File: config.mk
export PLATFORM = sky130hd
export DESIGN_NAME = junction_top
export DESIGN_NICKNAME = d
export VERILOG_FILES = /design/src/junction_pkg.sv /design/src/junction_top.sv /design/src/junction_ctrl.sv /design/src/neuron_accum.sv /design/src/banked_store.sv /design/src/interleaver_set.sv
export SDC_FILE = /design/constraint.sdc
export NUM_CORES = 2
export LEC_CHECK = 0
export BUFFER_PORTS_ARGS = -buffer_cell sky130_fd_sc_hd__buf_4
export CORE_AREA = 2 2 317 319
export CTS_CLUSTER_DIAMETER = 80
export DETAILED_ROUTE_END_ITERATION = 12
export DIE_AREA = 0 0 319 321
export GPL_TIMING_DRIVEN = 0
export PLACE_DENSITY = 0.76
export SKIP_LAST_GASP = 1
export SLEW_MARGIN = 20
export SYNTH_ARGS = -nofsm -noshare
export SYNTH_HDL_FRONTEND = slang
export SYNTH_SLANG_ARGS = --single-unit
File: constraint.sdc
create_clock -name reset -period 16.8 [get_ports reset]
set_input_delay 1.68 -clock reset [delete_from_list [all_inputs] [get_ports reset]]
set_output_delay 1.68 -clock reset [all_outputs]
set_load 0.02 [all_outputs]
File: src/junction_pkg.sv
// Junction package with default geometry, word widths, data types and output limit
package junction_pkg;

	// Default junction geometry
	// Left layer of P neurons feeds right layer of N neurons
	// FO weights leave each left neuron, FI weights enter each right neuron
	// Z weights are handled per clock cycle
	// P/Z, Z and FI are powers of two, and P/Z is at least 2
	localparam int P_DEF  = 32;
	localparam int N_DEF  = 16;
	localparam int FO_DEF = 2;
	localparam int FI_DEF = 4;
	localparam int Z_DEF  = 8;

	// Word widths
	localparam int ACT_W = 8;
	localparam int WT_W  = 8;

	// Accumulator must hold FI full-scale products
	// ACT_W + WT_W bits per product plus clog2(FI) growth bits
	// Extra headroom left for larger fan-in
	localparam int ACC_W = 20;

	// Signed activation word
	typedef logic signed [ACT_W-1:0] act_t;

	// Signed weight word
	typedef logic signed [WT_W-1:0] wt_t;

	// Signed accumulator word
	typedef logic signed [ACC_W-1:0] acc_t;

	// Upper clamp for right layer neurons
	// Largest positive act_t value
	localparam int ACT_MAX = 127;

endpackage
File: src/junction_top.sv
// Junction top level joining controller, interleaver, activation and weight stores, accumulator
module junction_top #(
	parameter int P  = junction_pkg::P_DEF,
	parameter int N  = junction_pkg::N_DEF,
	parameter int FO = junction_pkg::FO_DEF,
	parameter int FI = junction_pkg::FI_DEF,
	parameter int Z  = junction_pkg::Z_DEF
) (
	input  logic                             reset,
	input  logic                             rst_n_i,
	input  logic                             start_i,
	// Activation load, left neuron index
	input  logic                             act_we_i,
	input  logic [$clog2(P)-1:0]             act_addr_i,
	input  junction_pkg::act_t               act_data_i,
	// Weight load, weight index
	input  logic                             wt_we_i,
	input  logic [$clog2(FO*P)-1:0]          wt_addr_i,
	input  junction_pkg::wt_t                wt_data_i,
	// Sweepstart load, chunk index
	input  logic                             ss_we_i,
	input  logic [$clog2(FO*Z)-1:0]          ss_addr_i,
	input  logic [$clog2(P/Z)-1:0]           ss_data_i,
	// Pass status and results
	output logic                             busy_o,
	output logic                             done_o,
	output logic                             out_valid_o,
	output logic [$clog2(N)-1:0]             out_index_o,
	output junction_pkg::act_t [Z/FI-1:0]    out_data_o
);

	import junction_pkg::*;

	localparam int CI_W = $clog2(FO * P / Z);
	localparam int CH_W = $clog2(P / Z);
	localparam int ZB   = $clog2(Z);

	logic [CI_W-1:0]        cycle_index;
	logic                   rd_en;
	// Activation row per bank from the interleaver
	logic [Z-1:0][CH_W-1:0] act_row;
	act_t [Z-1:0]           act_rd;
	wt_t  [Z-1:0]           wt_rd;

	junction_ctrl #(.P(P), .N(N), .FO(FO), .FI(FI), .Z(Z)) u_ctrl (
		.reset         (reset),
		.rst_n_i       (rst_n_i),
		.start_i       (start_i),
		.cycle_index_o (cycle_index),
		.rd_en_o       (rd_en),
		.busy_o        (busy_o),
		.done_o        (done_o),
		.out_valid_o   (out_valid_o),
		.out_index_o   (out_index_o)
	);

	interleaver_set #(.P(P), .FO(FO), .Z(Z)) u_interleaver (
		.reset         (reset),
		.rst_n_i       (rst_n_i),
		.ss_we_i       (ss_we_i),
		.ss_addr_i     (ss_addr_i),
		.ss_data_i     (ss_data_i),
		.cycle_index_i (cycle_index),
		.bank_row_o    (act_row)
	);

	// Neuron index mod Z picks the bank, index div Z the row
	banked_store #(.Z(Z), .DEPTH(P / Z), .elem_t(act_t)) u_act_store (
		.reset     (reset),
		.we_i      (act_we_i),
		.wr_bank_i (act_addr_i[ZB-1:0]),
		.wr_row_i  (act_addr_i[$clog2(P)-1:ZB]),
		.wr_data_i (act_data_i),
		.rd_en_i   (rd_en),
		.rd_row_i  (act_row),
		.rd_data_o (act_rd)
	);

	// Weights are stored in cycle order
	// Every bank reads the row equal to the cycle index
	banked_store #(.Z(Z), .DEPTH(FO * P / Z), .elem_t(wt_t)) u_wt_store (
		.reset     (reset),
		.we_i      (wt_we_i),
		.wr_bank_i (wt_addr_i[ZB-1:0]),
		.wr_row_i  (wt_addr_i[$clog2(FO*P)-1:ZB]),
		.wr_data_i (wt_data_i),
		.rd_en_i   (rd_en),
		.rd_row_i  ({Z{cycle_index}}),
		.rd_data_o (wt_rd)
	);

	neuron_accum #(.Z(Z), .FI(FI)) u_accum (
		.reset    (reset),
		.rst_n_i  (rst_n_i),
		.act_i    (act_rd),
		.wt_i     (wt_rd),
		.neuron_o (out_data_o)
	);

endmodule

File: src/junction_ctrl.sv
// Junction controller with start handling, cycle counter, valid pipeline, busy and done
module junction_ctrl #(
	parameter int P  = junction_pkg::P_DEF,
	parameter int N  = junction_pkg::N_DEF,
	parameter int FO = junction_pkg::FO_DEF,
	parameter int FI = junction_pkg::FI_DEF,
	parameter int Z  = junction_pkg::Z_DEF
) (
	input  logic                          reset,
	input  logic                          rst_n_i,
	input  logic                          start_i,
	output logic [$clog2(FO*P/Z)-1:0]     cycle_index_o,
	output logic                          rd_en_o,
	output logic                          busy_o,
	output logic                          done_o,
	output logic                          out_valid_o,
	output logic [$clog2(N)-1:0]          out_index_o
);

	localparam int CI_W  = $clog2(FO * P / Z);
	localparam int IDX_W = $clog2(N);
	// Right neurons finished per cycle
	localparam int NPC   = Z / FI;
	localparam logic [CI_W-1:0] LAST_CI = CI_W'(FO * P / Z - 1);

	// Pass in progress, held until the last group leaves
	logic            busy_q;
	// Cycle indices still being issued
	logic            run_q;
	logic [CI_W-1:0] cnt_q;
	// Store read stage and accumulator stage
	logic            v1_q;
	logic            v2_q;
	logic            last1_q;
	logic            last2_q;
	logic [CI_W-1:0] grp1_q;
	logic [CI_W-1:0] grp2_q;

	logic launch;
	logic issue_last;

	// Start only counts while idle
	assign launch     = start_i & ~busy_q;
	assign issue_last = run_q & (cnt_q == LAST_CI);

	always_ff @(posedge reset) begin
		if (!rst_n_i) begin
			busy_q  <= 1'b0;
			run_q   <= 1'b0;
			cnt_q   <= '0;
			v1_q    <= 1'b0;
			v2_q    <= 1'b0;
			last1_q <= 1'b0;
			last2_q <= 1'b0;
		end else begin
			// Busy drops as the last group reaches the output
			if (launch) begin
				busy_q <= 1'b1;
			end else if (last1_q) begin
				busy_q <= 1'b0;
			end
			// Counter rests at zero between passes
			if (launch) begin
				run_q <= 1'b1;
			end else if (issue_last) begin
				run_q <= 1'b0;
				cnt_q <= '0;
			end else if (run_q) begin
				cnt_q <= cnt_q + 1'b1;
			end
			// Two stages match store and accumulator latency
			v1_q    <= run_q;
			v2_q    <= v1_q;
			last1_q <= issue_last;
			last2_q <= last1_q;
		end
	end

	// Group number follows its valid bit
	always_ff @(posedge reset) begin
		grp1_q <= cnt_q;
		grp2_q <= grp1_q;
	end

	assign cycle_index_o = cnt_q;
	assign rd_en_o       = run_q;
	assign busy_o        = busy_q;
	assign done_o        = last2_q;
	assign out_valid_o   = v2_q;
	// First neuron of the group
	assign out_index_o   = IDX_W'(grp2_q * NPC);

endmodule

File: src/neuron_accum.sv
// Neuron accumulator with Z multipliers, fan-in adder groups, ReLU, saturation and output register
module neuron_accum #(
	parameter int Z  = junction_pkg::Z_DEF,
	parameter int FI = junction_pkg::FI_DEF
) (
	input  logic                             reset,
	input  logic                             rst_n_i,
	// Activations and weights of one cycle, lane j pairs with lane j
	input  junction_pkg::act_t [Z-1:0]       act_i,
	input  junction_pkg::wt_t  [Z-1:0]       wt_i,
	// Z/FI finished right neurons
	output junction_pkg::act_t [Z/FI-1:0]    neuron_o
);

	import junction_pkg::*;

	// Neurons completed per cycle
	localparam int NG = Z / FI;

	// Per-lane products
	acc_t prod [Z];
	// Per-neuron sums
	acc_t sum [NG];
	// Clamped neuron values
	act_t [NG-1:0] relu;

	// Signed multiply in accumulator width
	// Both operands sign extended before the product
	always_comb begin
		for (int j = 0; j < Z; j++) begin
			prod[j] = acc_t'(act_i[j]) * acc_t'(wt_i[j]);
		end
	end

	// Lanes g*FI to g*FI+FI-1 belong to neuron g of this cycle
	always_comb begin
		for (int g = 0; g < NG; g++) begin
			sum[g] = '0;
			for (int f = 0; f < FI; f++) begin
				sum[g] = sum[g] + prod[g*FI+f];
			end
		end
	end

	// ReLU clears negative sums
	// Positive sums clamp at ACT_MAX
	always_comb begin
		for (int g = 0; g < NG; g++) begin
			if (sum[g] < 0) begin
				relu[g] = '0;
			end else if (sum[g] > acc_t'(ACT_MAX)) begin
				relu[g] = act_t'(ACT_MAX);
			end else begin
				relu[g] = act_t'(sum[g]);
			end
		end
	end

	// One cycle of latency
	always_ff @(posedge reset) begin
		if (!rst_n_i) begin
			neuron_o <= '0;
		end else begin
			neuron_o <= relu;
		end
	end

endmodule

File: src/banked_store.sv
// Banked store with Z single-port banks, strobe writes and registered per-bank reads
module banked_store #(
	parameter int  Z      = junction_pkg::Z_DEF,
	parameter int  DEPTH  = junction_pkg::P_DEF / junction_pkg::Z_DEF,
	parameter type elem_t = junction_pkg::act_t
) (
	input  logic                               reset,
	// Write port, one word per strobe
	input  logic                               we_i,
	input  logic [$clog2(Z)-1:0]               wr_bank_i,
	input  logic [$clog2(DEPTH)-1:0]           wr_row_i,
	input  elem_t                              wr_data_i,
	// Read port, one row per bank
	input  logic                               rd_en_i,
	input  logic [Z-1:0][$clog2(DEPTH)-1:0]    rd_row_i,
	output elem_t [Z-1:0]                      rd_data_o
);

	// Z banks of DEPTH words each
	elem_t mem [Z][DEPTH];

	// Loading writes one word into the addressed bank
	always_ff @(posedge reset) begin
		if (we_i) begin
			mem[wr_bank_i][wr_row_i] <= wr_data_i;
		end
	end

	// Every bank reads its own row in parallel
	// Data held while read enable is low
	always_ff @(posedge reset) begin
		if (rd_en_i) begin
			for (int b = 0; b < Z; b++) begin
				rd_data_o[b] <= mem[b][rd_row_i[b]];
			end
		end
	end

endmodule

File: src/interleaver_set.sv
// Interleaver with sweepstart register file and cycle index to per-bank row mapping
module interleaver_set #(
	parameter int P  = junction_pkg::P_DEF,
	parameter int FO = junction_pkg::FO_DEF,
	parameter int Z  = junction_pkg::Z_DEF
) (
	input  logic                                 reset,
	input  logic                                 rst_n_i,
	// Sweepstart write strobe
	input  logic                                 ss_we_i,
	input  logic [$clog2(FO*Z)-1:0]              ss_addr_i,
	input  logic [$clog2(P/Z)-1:0]               ss_data_i,
	// Current cycle of the pass
	input  logic [$clog2(FO*P/Z)-1:0]            cycle_index_i,
	// Row each activation bank must read
	output logic [Z-1:0][$clog2(P/Z)-1:0]        bank_row_o
);

	// Chunk width for values 0 to P/Z-1
	localparam int CH_W = $clog2(P / Z);
	// Chunk address width
	localparam int CB_W = $clog2(FO * Z);
	// Bank select width
	localparam int ZB   = $clog2(Z);
	// Number of sweepstart chunks
	localparam int NCH  = FO * Z;

	// Sweepstart chunks with Z per sweep
	// Chunk s*Z+c is the start row of column c in sweep s
	logic [NCH-1:0][CH_W-1:0] ss_q;

	// First chunk of the current sweep
	logic [CB_W-1:0] chunk_base;
	// Row offset inside the sweep
	logic [CH_W-1:0] row_off;
	// Start rows of the current sweep
	logic [Z-1:0][CH_W-1:0] sweep_start;

	// Sweepstart register file
	// Zero after reset and written one chunk per strobe
	always_ff @(posedge reset) begin
		if (!rst_n_i) begin
			ss_q <= '0;
		end else if (ss_we_i) begin
			ss_q[ss_addr_i] <= ss_data_i;
		end
	end

	// Cycle index splits into sweep number and row offset
	// High bits pick the sweep, low CH_W bits give the row within it
	assign row_off = cycle_index_i[CH_W-1:0];

	// Sweep number times Z selects the chunk group
	// Shift result stays below FO*Z
	assign chunk_base = CB_W'(cycle_index_i >> CH_W) << ZB;

	// Gather the Z chunks of the active sweep
	always_comb begin
		for (int c = 0; c < Z; c++) begin
			sweep_start[c] = ss_q[chunk_base + CB_W'(c)];
		end
	end

	// Row for weight i in column c is (start + r) mod P/Z
	// CH_W-bit add wraps at P/Z since P/Z is a power of two
	// Activation address t*Z+c always sits in bank c
	always_comb begin
		for (int c = 0; c < Z; c++) begin
			bank_row_o[c] = sweep_start[c] + row_off;
		end
	end

endmodule

==> reports/results.tsv <==
stage	metric	value	unit
run_status	status	finished clean	
clock_network	clk buf depth	3	
floorplanning	area of the core	99300	um^2
synthesis	Syn Area/Cell	14.0	um^2
synthesis	synth unique cells	73	
sta	Worst Skew	0.0581	ns
route	drt first-iter violations	3174	
clock_network	cts bufs inserted	96	
critical_path	Critical Path Source Type	flop	
global_routing	antenna violations before repair	9	
route	First-pass DRT Iterations	5	
route	DRC Markers	0	
synthesis	mux share of post-synthesis cell area	0.0917	
synthesis	post-synthesis compound-gate area fraction	0.0289	
placed_design	dpl hpwl	91200	um
floorplanning	FP Rows	116	
critical_path	CP max FO	8	
critical_path	critical path's most frequent cell	inv_1	
clock_network	clk root buf	clkbuf_16	
clock_network	# clock sinks	959	
critical_path	Critical Path AT	10.39	ns
synthesis	dominant cell type by area after synthesis	edfxtp_1	
sta	Tightest Pin Transition	1.09	ns
sta	setup TNS	0	ns
clock_network	Worst-path clk slew	0.07	ns
sta	final hold vios	0	
synthesis	top cell type's share of synthesized area	0.457	
critical_path	Worst Path Required	17.30	ns
synthesis	#FFs+latches synth	959	
sta	Slew Limit Fails	0	
clock_network	post-CTS setup buffer count	0	
sta	Period minus WS final	9.89	ns
finish	layout cells sized above 1	0.114	
global_routing	first-pass GRT wire length	200000	um
synthesis	Synth Area in Simple Gates	0.0775	
sta	# setup viols final	0	
route	Vias per Instance	5.73	
route	Routed Antenna Nets	0	
synthesis	Yosys warnings	0	
synthesis	Seq/Total Area, Yosys	0.478	
synthesis	main combinational cell family by area after synthesis	adder cells	
finish	P&R area growth vs syn	9.37	%
synthesis	Cell Area, Synth	58900	um^2
critical_path	slowest cell on the critical path	a311oi_1	
route	drt wl/cell	22.0	um
clock_network	Hold-fix buffers, CTS	0	
route	via count	33000	
floorplanning	Die Y	321	um
route	Routed WL	127000	um
clock_network	htree depth	3	
clock_network	Gates resized, CTS repair	0	
finish	nets	5258	
placed_design	GP Congestion	0.864	
placed_design	Port Buffers	57	
global_routing	vias in the first global route	34600	
floorplanning	die area	102000	um^2
global_routing	GRT overflow	0	
synthesis	EDFF count, synth	896	
critical_path	max incr delay on CP	0.75	ns
clock_network	CTS tree	built	
sta	Final period util	0.589	
synthesis	Synth Area in Adders	0.249	
synthesis	XOR/XNOR Fraction of Synth Area	0.0193	
critical_path	CP Class	reg -> reg	
synthesis	Area contributors post-synth	edfxtp_1, fa_1, mux4_2	
clock_network	Clock Latency Late Sink	0.69	ns
sta	headroom to the max-slew limit	0.269	
job	# Max-Cap Violations	0	
critical_path	CP Capture Type	flop	
floorplanning	Initial Util	0.593	
synthesis	Post-Synthesis Cells	4218	
sta	fmax	101	MHz
floorplanning	# IOs	62	
finish	fillcell total	6995	
synthesis	Synth async-reset ratio	0	
global_routing	largest net degree at the start of global routing	65	
sta	RSZ-0062 raised after global routing	false	
floorplanning	DIE WIDTH	319	um
worst_hold_path	Hold Path Class	reg -> reg	
synthesis	Top FF cell, synth	edfxtp_1	
global_routing	GRT Total Usage	0.257	
[sequential cells by signal (all words and copies together) (netlist names)]
name and cells:
u_ctrl.last1_q 1, u_wt_store.mem 512, u_ctrl.busy_o 1, u_act_store.rd_data_o 64, u_ctrl.rd_en_o 1, u_ctrl.grp1_q 3
u_act_store.mem 256, u_ctrl.grp2_q 3, u_interleaver.ss_q 32, u_ctrl.done_o 1, u_ctrl.out_valid_o 1, u_ctrl.v1_q 1
u_accum.neuron_o 16, u_wt_store.rd_data_o 64, u_ctrl.cycle_index_o 3
[worst paths after layout]
check                                     startpoint                             end  slack [ns]  depth (start not counted)
setup / recovery  u_wt_store.rd_data_o[16]$_DFFE_PP_  u_accum.neuron_o[5]$_SDFF_PP0_        6.91                         37
hold / removal              u_ctrl.grp1_q[2]$_DFF_P_        u_ctrl.grp2_q[2]$_DFF_P_        0.33                          0
setup reg to reg  u_wt_store.rd_data_o[16]$_DFFE_PP_  u_accum.neuron_o[5]$_SDFF_PP0_        6.91                         37
hold reg to reg             u_ctrl.grp1_q[2]$_DFF_P_        u_ctrl.grp2_q[2]$_DFF_P_        0.33                          0
[synthesized netlist by cell type (3+ instances only)]
cell type and n:
or3b_2 5, nand3_1 30, nor2b_1 31, and2_1 286, mux4_2 192, nor3b_1 4, and3_1 11, edfxtp_1 896
a21oi_1 73, mux2i_1 25, nor3_1 24, a31oi_1 6, ha_1 284, buf_1 26, a21boi_0 24, dfxtp_1 63
nor4_1 8, a211oi_1 6, mux2_2 73, a21o_1 29, o21a_1 14, nand3b_1 14, nand2b_1 42, o311ai_0 4
o2111ai_1 3, clkbuf_1 40, o21ai_0 46, nor2_1 183, nand4_1 5, nand2_1 217, o21bai_1 19, or3_1 10
fa_1 556, o22ai_1 4, o41ai_1 4, xnor2_1 89, or2_2 4, inv_1 785, xor2_1 41, nor4bb_1 3
[worst max-delay path: cells and delay by family (launching register included)]
| kind | cells | cell delay [ns] |
|---|---|---|
| adders and majority gates | 12 | 4.85 |
| AOI/OAI and AO/OA | 11 | 2.89 |
| and+or+nand+nor | 5 | 1.03 |
| DFF | 1 | 0.55 |
| buffers and inverters | 9 | 0.44 |
[area by class of cell]
class	count	area (um^2)	share of cell area
Buffer	68	264	0.00410
Clock inverter	58	731	0.0113
Timing Repair Buffer	61	505	0.00785
Antenna cell	7	17.5	0.000272
Sequential cell	959	28200	0.438
Inverter	787	2950	0.0459
Clock buffer	121	2580	0.0400
Multi-Input combinational cell	2406	27500	0.428
Tap cell	1298	1620	0.0252
[stage by stage]
step | setup WS [ns] | area, um^2 | utilization | hold WS (ns) | cells
floorplan | 8.10 | 58900 | - | 0.310 | 4220
detailed placement | 6.98 | 61000 | 0.615 | 0.316 | 5579
CTS | 6.91 | 64400 | 0.648 | 0.341 | 5758
global route | 6.26 | 64400 | 0.648 | 0.349 | 5762
finish | 6.91 | 64400 | 0.649 | 0.334 | 5765
global placement | 7.13 | 60900 | 0.614 | 0.321 | 5575
[placed cells by master, fill, tap and decap left out, types with 6 or more instances in the layout]
| cell | netlist | layout |
|---|---|---|
| a211oi_1 | 6 | 6 |
| a21boi_0 | 24 | 24 |
| a21o_1 | 29 | 29 |
| a21oi_1 | 73 | 73 |
| a31oi_1 | 6 | 6 |
| and2_1 | 286 | 286 |
| and3_1 | 11 | 11 |
| buf_1 | 26 | 24 |
| buf_4 | 1 | 58 |
| bufinv_16 | 0 | 11 |
| clkbuf_1 | 40 | 57 |
| clkbuf_16 | 0 | 97 |
| clkbuf_8 | 0 | 6 |
| clkinv_1 | 2 | 16 |
| clkinv_2 | 0 | 14 |
| dfxtp_1 | 63 | 62 |
| diode_2 | 0 | 7 |
| edfxtp_1 | 896 | 896 |
| fa_1 | 556 | 556 |
| ha_1 | 284 | 284 |
| inv_1 | 785 | 785 |
| mux2_2 | 73 | 73 |
| mux2i_1 | 25 | 25 |
| mux4_2 | 192 | 192 |
| nand2_1 | 217 | 217 |
| nand2b_1 | 42 | 42 |
| nand3_1 | 30 | 30 |
| nand3b_1 | 14 | 14 |
| nor2_1 | 183 | 183 |
| nor2b_1 | 31 | 31 |
| nor3_1 | 24 | 24 |
| nor4_1 | 8 | 8 |
| o21a_1 | 14 | 14 |
| o21ai_0 | 46 | 46 |
| o21bai_1 | 19 | 19 |
| or3_1 | 10 | 10 |
| xnor2_1 | 89 | 83 |
| xnor2_2 | 0 | 6 |
| xor2_1 | 41 | 41 |
[layer usage]
layer,GRT usage,vias to the layer above,wire (um)
met3,0.0395,217,9550
li1,-,14600,-
met4,0.0755,0,3680
met5,0,-,0
met1,0.362,16900,52500
met2,0.421,1298,61300
[cells by family after synthesis]
kind of cell    Yosys count
compound gates          256
flops                   959
other cells               1
simple gates            887
xor+xnor                130
buf+inv                 855
fa+ha+maj               840
mux                     290
Power is left out: the tool's default activity adds up to more than one toggle a clock period on the data nets, which glitch-free logic cannot reach.
